--- config.mk ---
export PLATFORM = sky130hd
export DESIGN_NAME = matrixTpu
export DESIGN_NICKNAME = d
export VERILOG_FILES = /design/src/design/tpuPkg.sv /design/src/design/matrixTpu.sv /design/src/design/operandLoader.sv /design/src/design/processingElement.sv /design/src/design/resultCollector.sv /design/src/design/systolicArray.sv /design/src/design/tpuController.sv
export SDC_FILE = /design/constraint.sdc
export NUM_CORES = 2
export LEC_CHECK = 0
export BUFFER_PORTS_ARGS = -buffer_cell sky130_fd_sc_hd__buf_4
export CORE_MARGIN = 5
export CORE_UTILIZATION = 51
export CTS_BUF_LIST = sky130_fd_sc_hd__clkbuf_2
export CTS_CLUSTER_DIAMETER = 120
export DETAILED_ROUTE_END_ITERATION = 12
export PLACE_DENSITY = 0.69
export SLEW_MARGIN = 0
export SYNTH_ARGS = -nofsm -noshare
export SYNTH_HDL_FRONTEND = slang
export SYNTH_SLANG_ARGS = --single-unit
--- constraint.sdc ---
create_clock -name clk -period 20.9 [get_ports clk]
set_clock_uncertainty 0.05 [all_clocks]
set_input_delay 4.18 -clock clk [delete_from_list [all_inputs] [get_ports clk]]
set_output_delay 4.18 -clock clk [all_outputs]
set_load 0.01 [all_outputs]
--- src/design/tpuPkg.sv ---
package tpuPkg;

    // ======================================================================
    // Array geometry
    // ======================================================================
    localparam int ArraySize  = 4;                      // PEs per side
    localparam int MemDepth   = ArraySize * ArraySize;  // One full matrix per memory
    localparam int AddrWidth  = $clog2(MemDepth);
    localparam int IndexWidth = $clog2(ArraySize);      // Row or column index

    // Operand widths
    localparam int WeightWidth = 8;                     // Signed
    localparam int ActWidth    = 7;                     // Unsigned
    // Product plus growth for ArraySize terms
    localparam int SumWidth    = WeightWidth + ActWidth + $clog2(ArraySize);

    // Loader read, skew, array depth and deskew seen from a fed row
    localparam int ArrayLatency = 2 * ArraySize;

    localparam logic [IndexWidth-1:0] LastIndex = IndexWidth'(ArraySize - 1);

    // ======================================================================
    // Types
    // ======================================================================
    typedef logic signed [WeightWidth-1:0] weight_t;
    typedef logic        [ActWidth-1:0]    act_t;
    typedef logic signed [SumWidth-1:0]    sum_t;

    typedef enum logic {WeightOperand, ActOperand} operandSel_t;
    typedef enum logic [1:0] {Idle, PreloadWeight, Calc, Drain} ctrlState_t;

    typedef struct packed {
        logic                   en;
        operandSel_t            sel;
        logic [AddrWidth-1:0]   addr;
        logic [WeightWidth-1:0] data;    // Activations use the low bits
    } opWrite_t;

    typedef weight_t [ArraySize-1:0] weightRow_t;
    typedef act_t    [ArraySize-1:0] actRow_t;
    typedef sum_t    [ArraySize-1:0] sumRow_t;

    typedef struct packed {
        logic                  valid;
        logic [IndexWidth-1:0] rowIndex;
        sumRow_t               data;
    } resultRow_t;

    // Element address of (row, col) in a row-major operand memory
    function automatic logic [AddrWidth-1:0] rowAddr(input logic [IndexWidth-1:0] row,
                                                     input int col);
        return AddrWidth'(row * ArraySize + col);
    endfunction

endpackage

--- src/design/matrixTpu.sv ---
`timescale 1ns/1ps

module matrixTpu (
    input  logic               clk,
    input  logic               rst,
    input  tpuPkg::opWrite_t   wrReq,
    input  logic               start,
    output logic               busy,
    output tpuPkg::resultRow_t result,
    output logic               done
);

    // Controller to loader and collector
    logic                          weightShift;
    logic [tpuPkg::IndexWidth-1:0] weightRowIdx;
    logic                          feedValid;
    logic [tpuPkg::IndexWidth-1:0] feedRowIdx;
    logic                          lastRow;

    // Loader to array, array to collector
    tpuPkg::weightRow_t weightIn;
    logic               arrayShift;
    tpuPkg::actRow_t    actIn;
    tpuPkg::sumRow_t    colSums;

    // ======================================================================
    // Sequencer and datapath
    // ======================================================================
    tpuController tpuController_inst (
        .clk          (clk),
        .rst          (rst),
        .start        (start),
        .lastRow      (lastRow),
        .busy         (busy),
        .weightShift  (weightShift),
        .weightRowIdx (weightRowIdx),
        .feedValid    (feedValid),
        .feedRowIdx   (feedRowIdx),
        .done         (done)
    );

    operandLoader operandLoader_inst (
        .clk            (clk),
        .rst            (rst),
        .wrReq          (wrReq),
        .busy           (busy),
        .weightShift    (weightShift),
        .weightRowIdx   (weightRowIdx),
        .feedValid      (feedValid),
        .feedRowIdx     (feedRowIdx),
        .weightIn       (weightIn),
        .weightShiftOut (arrayShift),
        .actIn          (actIn)
    );

    systolicArray systolicArray_inst (
        .clk         (clk),
        .rst         (rst),
        .weightIn    (weightIn),
        .weightShift (arrayShift),
        .actIn       (actIn),
        .colSums     (colSums)
    );

    resultCollector resultCollector_inst (
        .clk        (clk),
        .rst        (rst),
        .colSums    (colSums),
        .feedValid  (feedValid),
        .feedRowIdx (feedRowIdx),
        .result     (result),
        .lastRow    (lastRow)
    );

endmodule

--- src/design/operandLoader.sv ---
`timescale 1ns/1ps

module operandLoader (
    input  logic                          clk,
    input  logic                          rst,
    input  tpuPkg::opWrite_t              wrReq,
    input  logic                          busy,
    input  logic                          weightShift,
    input  logic [tpuPkg::IndexWidth-1:0] weightRowIdx,
    input  logic                          feedValid,
    input  logic [tpuPkg::IndexWidth-1:0] feedRowIdx,
    output tpuPkg::weightRow_t            weightIn,
    output logic                          weightShiftOut,
    output tpuPkg::actRow_t               actIn
);

    // ======================================================================
    // Operand memories
    // ======================================================================
    tpuPkg::weight_t weightMem [tpuPkg::MemDepth];
    tpuPkg::act_t    actMem    [tpuPkg::MemDepth];

    always_ff @(posedge clk) begin
        if (wrReq.en && !busy) begin            // Writes during a run are dropped
            case (wrReq.sel)
                tpuPkg::WeightOperand: weightMem[wrReq.addr] <= wrReq.data;
                tpuPkg::ActOperand:    actMem[wrReq.addr] <= wrReq.data[tpuPkg::ActWidth-1:0];
            endcase
        end
    end

    // ======================================================================
    // Weight row issue
    // ======================================================================
    always_ff @(posedge clk) begin
        for (int c = 0; c < tpuPkg::ArraySize; c++) begin
            weightIn[c] <= weightMem[tpuPkg::rowAddr(weightRowIdx, c)];
        end
    end

    // Shift strobe follows the registered row
    always_ff @(posedge clk or posedge rst) begin
        if (rst) begin
            weightShiftOut <= 1'b0;
        end else begin
            weightShiftOut <= weightShift;
        end
    end

    // ======================================================================
    // Activation read and diagonal skew
    // ======================================================================
    // Lane k: one read register plus k skew stages
    for (genvar k = 0; k < tpuPkg::ArraySize; k++) begin : gLane
        tpuPkg::act_t lane [0:k];

        always_ff @(posedge clk) begin
            // Idle slots carry zeros so idle column sums stay zero
            lane[0] <= feedValid ? actMem[tpuPkg::rowAddr(feedRowIdx, k)] : '0;
            for (int j = 1; j <= k; j++) begin
                lane[j] <= lane[j-1];            // Diagonal delay
            end
        end

        assign actIn[k] = lane[k];
    end

endmodule

--- src/design/processingElement.sv ---
`timescale 1ns/1ps

module processingElement (
    input  logic            clk,
    input  logic            rst,
    input  tpuPkg::weight_t weightDown,     // From the PE above
    input  logic            weightShift,
    input  tpuPkg::act_t    actLeft,
    input  tpuPkg::sum_t    sumUp,
    output tpuPkg::weight_t weightOut,      // Stationary weight, also fed down
    output tpuPkg::act_t    actRight,
    output tpuPkg::sum_t    sumDown
);

    // Signed weight times zero-extended activation
    logic signed [tpuPkg::WeightWidth+tpuPkg::ActWidth:0] product;

    assign product = weightOut * $signed({1'b0, actLeft});

    always_ff @(posedge clk or posedge rst) begin
        if (rst) begin
            weightOut <= '0;
            actRight  <= '0;
            sumDown   <= '0;
        end else begin
            if (weightShift) begin
                weightOut <= weightDown;     // Pre-load moves weights one row down
            end
            actRight <= actLeft;             // Activation moves right
            sumDown  <= sumUp + tpuPkg::sum_t'(product);
        end
    end

endmodule

--- src/design/resultCollector.sv ---
`timescale 1ns/1ps

module resultCollector (
    input  logic                          clk,
    input  logic                          rst,
    input  tpuPkg::sumRow_t               colSums,
    input  logic                          feedValid,
    input  logic [tpuPkg::IndexWidth-1:0] feedRowIdx,
    output tpuPkg::resultRow_t            result,
    output logic                          lastRow
);

    tpuPkg::sumRow_t                 aligned;    // Deskewed row
    logic [tpuPkg::ArrayLatency-1:0] validPipe;
    logic [tpuPkg::IndexWidth-1:0]   rowPipe [tpuPkg::ArrayLatency];

    // ======================================================================
    // Column deskew
    // ======================================================================
    // Column c waits ArraySize-1-c cycles, so the last column passes through
    for (genvar c = 0; c < tpuPkg::ArraySize; c++) begin : gDeskew
        if (c == tpuPkg::ArraySize - 1) begin : gDirect
            assign aligned[c] = colSums[c];
        end else begin : gDelay
            tpuPkg::sum_t lane [0:tpuPkg::ArraySize-2-c];

            always_ff @(posedge clk) begin
                lane[0] <= colSums[c];
                for (int j = 1; j <= tpuPkg::ArraySize - 2 - c; j++) begin
                    lane[j] <= lane[j-1];
                end
            end

            assign aligned[c] = lane[tpuPkg::ArraySize-2-c];
        end
    end

    // ======================================================================
    // Valid and row index delay, matched to the datapath
    // ======================================================================
    always_ff @(posedge clk or posedge rst) begin
        if (rst) begin
            validPipe <= '0;
        end else begin
            validPipe <= {validPipe[tpuPkg::ArrayLatency-2:0], feedValid};
        end
    end

    always_ff @(posedge clk) begin
        rowPipe[0] <= feedRowIdx;
        for (int j = 1; j < tpuPkg::ArrayLatency; j++) begin
            rowPipe[j] <= rowPipe[j-1];
        end
    end

    // ReLU and output register
    always_ff @(posedge clk or posedge rst) begin
        if (rst) begin
            result <= '0;
        end else begin
            result.valid    <= validPipe[tpuPkg::ArrayLatency-1];
            result.rowIndex <= rowPipe[tpuPkg::ArrayLatency-1];
            for (int c = 0; c < tpuPkg::ArraySize; c++) begin
                result.data[c] <= aligned[c][tpuPkg::SumWidth-1] ? '0 : aligned[c]; // Clamp
            end
        end
    end

    assign lastRow = result.valid && (result.rowIndex == tpuPkg::LastIndex);

endmodule

--- src/design/systolicArray.sv ---
`timescale 1ns/1ps

module systolicArray (
    input  logic               clk,
    input  logic               rst,
    input  tpuPkg::weightRow_t weightIn,
    input  logic               weightShift,
    input  tpuPkg::actRow_t    actIn,        // Row k already lags by k cycles
    output tpuPkg::sumRow_t    colSums       // Column c lags by c cycles
);

    // Edge wiring: weights and sums flow down, activations flow right
    tpuPkg::weight_t weightWire [0:tpuPkg::ArraySize][0:tpuPkg::ArraySize-1];
    tpuPkg::act_t    actWire    [0:tpuPkg::ArraySize-1][0:tpuPkg::ArraySize];
    tpuPkg::sum_t    sumWire    [0:tpuPkg::ArraySize][0:tpuPkg::ArraySize-1];

    // ======================================================================
    // Boundaries
    // ======================================================================
    for (genvar i = 0; i < tpuPkg::ArraySize; i++) begin : gEdge
        assign weightWire[0][i] = weightIn[i];                   // Top row entry
        assign sumWire[0][i]    = '0;                            // No sum above row 0
        assign actWire[i][0]    = actIn[i];                      // Left column entry
        assign colSums[i]       = sumWire[tpuPkg::ArraySize][i]; // Bottom row out
    end

    // ======================================================================
    // PE grid
    // ======================================================================
    for (genvar r = 0; r < tpuPkg::ArraySize; r++) begin : gRow
        for (genvar c = 0; c < tpuPkg::ArraySize; c++) begin : gCol
            processingElement pe_inst (
                .clk         (clk),
                .rst         (rst),
                .weightDown  (weightWire[r][c]),
                .weightShift (weightShift),
                .actLeft     (actWire[r][c]),
                .sumUp       (sumWire[r][c]),
                .weightOut   (weightWire[r+1][c]),
                .actRight    (actWire[r][c+1]),
                .sumDown     (sumWire[r+1][c])
            );
        end
    end

endmodule

--- src/design/tpuController.sv ---
`timescale 1ns/1ps

module tpuController (
    input  logic                          clk,
    input  logic                          rst,
    input  logic                          start,
    input  logic                          lastRow,       // Final row on the output
    output logic                          busy,
    output logic                          weightShift,
    output logic [tpuPkg::IndexWidth-1:0] weightRowIdx,
    output logic                          feedValid,
    output logic [tpuPkg::IndexWidth-1:0] feedRowIdx,
    output logic                          done
);

    tpuPkg::ctrlState_t            state;
    logic [tpuPkg::IndexWidth-1:0] cycleCnt;     // Cycle within a phase
    logic                          phaseEnd;

    assign phaseEnd = (cycleCnt == tpuPkg::LastIndex);

    // ======================================================================
    // Run sequencer
    // ======================================================================
    always_ff @(posedge clk or posedge rst) begin
        if (rst) begin
            state    <= tpuPkg::Idle;
            cycleCnt <= '0;
            done     <= 1'b0;
        end else begin
            done <= 1'b0;
            case (state)
                tpuPkg::Idle: begin
                    cycleCnt <= '0;
                    if (start) begin
                        state <= tpuPkg::PreloadWeight;
                    end
                end
                tpuPkg::PreloadWeight: begin             // One weight row per cycle
                    cycleCnt <= cycleCnt + 1'b1;
                    if (phaseEnd) begin
                        state    <= tpuPkg::Calc;
                        cycleCnt <= '0;
                    end
                end
                tpuPkg::Calc: begin                      // One activation row per cycle
                    cycleCnt <= cycleCnt + 1'b1;
                    if (phaseEnd) begin
                        state    <= tpuPkg::Drain;
                        cycleCnt <= '0;
                    end
                end
                tpuPkg::Drain: begin
                    if (lastRow) begin
                        state <= tpuPkg::Idle;
                        done  <= 1'b1;                   // Busy falls on the same edge
                    end
                end
            endcase
        end
    end

    // Phase decodes
    assign busy         = (state != tpuPkg::Idle);
    assign weightShift  = (state == tpuPkg::PreloadWeight);
    assign weightRowIdx = tpuPkg::LastIndex - cycleCnt;  // Last row first, row 0 ends on top
    assign feedValid    = (state == tpuPkg::Calc);
    assign feedRowIdx   = cycleCnt;

endmodule

==> impl_metrics.tcl <==
set metrics [dict create \
    outcome "complete, no violations" \
    worst_slew_pin_slew_ns 1.07 \
    syn2layout_area_growth_pct 7.32 \
    routed_wl_um 130000 \
    ff2ff_path_depth 17 \
    syn_area_um2 74300 \
    timing.final.ws_setup_ns 14.09 \
    synthDistinctLibCells 72 \
    max_freq_ghz 0.147 \
    synthTopCellsByArea "fa_1, dfrtp_1, ha_1, edfxtp_1, inv_1" \
    hold_depth 0 \
    cts_tree "built" \
    dp_slack_ns 12.69 \
    p_leak_uw 0.0421 \
    clockRootBuffer "clkbuf_2" \
    max-cap-violations 0 \
    ir_worst_vdd_v 0.0000565 \
    crit_path_top_delay_cell "dfrtp_1" \
    grt_pass1_wl_um 228000 \
    ant_nets 0 \
    core_um2 145000 \
    timing.final.crit_share_pct 32.6 \
    drt_first_pass_iters 5 \
    critPathKind "reg -> out" \
    hold_start "resultCollector_inst.gDeskew[0].gDelay.lane[0][6]" \
    via_count 43600 \
    hp-class "reg -> reg" \
    clk_latency_ns 1.57 \
    synth-edff-count 240 \
    dr.first_iter.drc_count 1547 \
    ys_ff_latch 1021 \
    startpoint_type "register" \
    grt.overflow.total 0 \
    async_reset_ff_share_pct 54.9 \
    grt_pass1_vias 47400 \
    grt_max_degree 116 \
    postSynthCellCount 6624 \
    clk_path_buf_depth 4 \
    setup_violations 0 \
    yosysMostFrequentCell "inv_1" \
    fin_crit_ns 6.81 \
    yosysWarnings 0 \
    fin_tns_setup_ns 0 \
    start_util_pct 51.2 \
    stdcell_count 9076 \
    yosys.area.top_type "fa_1" \
    numCtsBuffers 279 \
    synth_area_per_cell_um2 11.2 \
    synth_common_cells "inv_1, fa_1, and2_1" \
    dp.cells 8596 \
    final_util_pct 54.9 \
    whs_endpoint "resultCollector_inst.gDeskew[0].gDelay.lane[0][23]" \
    power_density_nw_per_um2 43.3 \
    wl_per_cell_um 14.4 \
    cp_top_family "flip-flops" \
    cts_resized 0 \
    clk_pin_slew_ns 0.10 \
    required_ns 16.67 \
    nets 8536 \
    rsz0062_at_grt "no" \
    fillers 12500 \
    drc 0 \
    cp-end-kind "primary output" \
    cts_setup_buffers 0 \
    ys.flop_type "dfrtp_1" \
    grt_use_total_pct 18.0 \
    finalMaxSlewViolations 0 \
    path_max_fanout 4 \
    avgViaCountPerCell 4.80 \
    cp.depth 4 \
    drive_above_1_share_pct 10.5 \
    timing.reg2reg.setup_slack_ns 15.54 \
    cp.arrival_ns 2.58 \
    cp_slowest_stage_delay_ns 0.42 \
    die_x_um 392 \
    synth-seq-area-share_pct 34.5 \
    crit_chain "inv_1 > ha_1 > inv_1 > buf_4" \
    ios 90 \
    dp_hpwl_um 100000 \
    num_rows 140 \
    dieArea_um2 154000 \
    cts_max_level 5 \
    path_buf_inv 3 \
    cp_common_cell "inv_1" \
    yosysTopAreaCellShare_pct 26.3 \
    die_h_um 392 \
    io_buffers 85 \
    hold_viol_final 0 \
    cts.sinks 1021 \
    antenna_found_initial 3 \
    place.gp.congestion 0.804 \
    cts_hold_buf 0 \
    maxSlewHeadroom_pct 29.0 \
]
-- cell families (layout without fill, tap and decap cells) --
family | count (synthesis) | count (layout) | synth area share, %
mux | 189 | 189 | 3.77
xor+xnor | 261 | 261 | 3.07
other cells | 1 | 10 | 0.00504
simple gates | 1387 | 1387 | 9.89
buf+inv | 1837 | 2363 | 9.31
flops | 1021 | 1021 | 34.5
fa+ha+maj | 1559 | 1559 | 36.1
compound gates | 369 | 369 | 3.36
-- how the worst max path moves through the flow --
stage | startpoint | to | slack [ns]
global placement | rst | tpuController_inst.feedRowIdx[0] | 12.79
CTS | tpuController_inst.state[0] | busy | 13.85
floorplan | rst | operandLoader_inst.weightShiftOut | 0.98
global route | tpuController_inst.state[1] | busy | 13.78
finish | tpuController_inst.state[0] | busy | 14.09
detailed placement | rst | tpuController_inst.feedRowIdx[0] | 12.69
-- layer usage --
| metal | wire, um | share of wire [%] | GRT usage [%] | vias to the layer above |
|---|---|---|---|---|
| met3 | 4820 | 3.7 | 2.98 | 232 |
| met4 | 2840 | 2.2 | 5.43 | 0 |
| met5 | 0 | 0 | 0 | - |
| met2 | 62800 | 48 | 30.3 | 693 |
| met1 | 59800 | 46 | 24.3 | 21800 |
| li1 | - | - | - | 20800 |
-- flip-flops by register name, indices dropped and copies added, names as in the netlist, 2 cells and up --
name                                            cells
resultCollector_inst.gDeskew.gDelay.lane          102
operandLoader_inst.gLane.lane                      70
resultCollector_inst.validPipe                      8
tpuController_inst.feedRowIdx                       2
systolicArray_inst.gRow.gCol.pe_inst.weightOut    128
resultCollector_inst.rowPipe                       16
operandLoader_inst.weightMem                      128
resultCollector_inst.result                        67
tpuController_inst.state                            2
operandLoader_inst.actMem                         112
systolicArray_inst.gRow.gCol.pe_inst.actRight      84
operandLoader_inst.weightIn                        32
systolicArray_inst.gRow.gCol.pe_inst.sumDown      268
-- stage by stage --
step	cell area, um^2	hold slack [ns]	power [uW]
6_report	79800	0.221	3460
5_1_grt	79800	0.215	3640
4_1_cts	79800	0.217	3530
3_5_place_dp	77300	0.262	2110
3_3_place_gp	77300	0.260	2110
2_1_floorplan	74400	0.260	2090
-- cell usage in the layout (no fill, tap or decap), types with 6 or more instances in the layout --
master / n
o21a_1: 32
a21oi_1: 130
clkbuf_2: 409
and3_1: 13
buf_4: 96
or3_1: 13
clkinv_2: 15
xor2_1: 47
o21bai_1: 13
bufinv_16: 6
edfxtp_1: 240
nand2_1: 366
and2_1: 642
a211oi_1: 10
nor2b_1: 96
a21o_1: 45
inv_1: 1792
o211ai_1: 10
dfrtp_1: 558
nor2_1: 141
nand2b_1: 17
o21ai_0: 51
a31oi_1: 11
dfxtp_1: 220
ha_1: 583
diode_2: 6
nand4_1: 7
or2_2: 9
xnor2_1: 214
mux4_2: 60
nor4_1: 6
clkinv_1: 40
fa_1: 976
nor3_1: 41
mux2_2: 128
nand3_1: 26
-- layout make-up --
type                    instances  area, um^2  area share [%]
diodes                          6        15.0          0.0188
clock buffers                 409        2050            2.57
clock inverters                65         420           0.527
inverters                    1793        6740            8.44
multi-input cells            3769       41800            52.4
flip-flops and latches       1021       25700            32.2
well taps                    1917        2400            3.01
repair buffers                 96         721           0.903
-- power by group --
part	internal [uW]	switching [uW]
Clock	594	797
Combinational	3.19	31.6
Sequential	2030	0
-- worst register-to-register path, delay by kind of cell, from the launching register on --
kind            cells  cell delay (ns)
fa+ha+maj           5             2.34
simple gates        3             0.76
xor+xnor            1             0.12
buf+inv             4             0.26
flops               1             0.56
compound gates      4             1.11
Power figures use the tool's default switching activity.
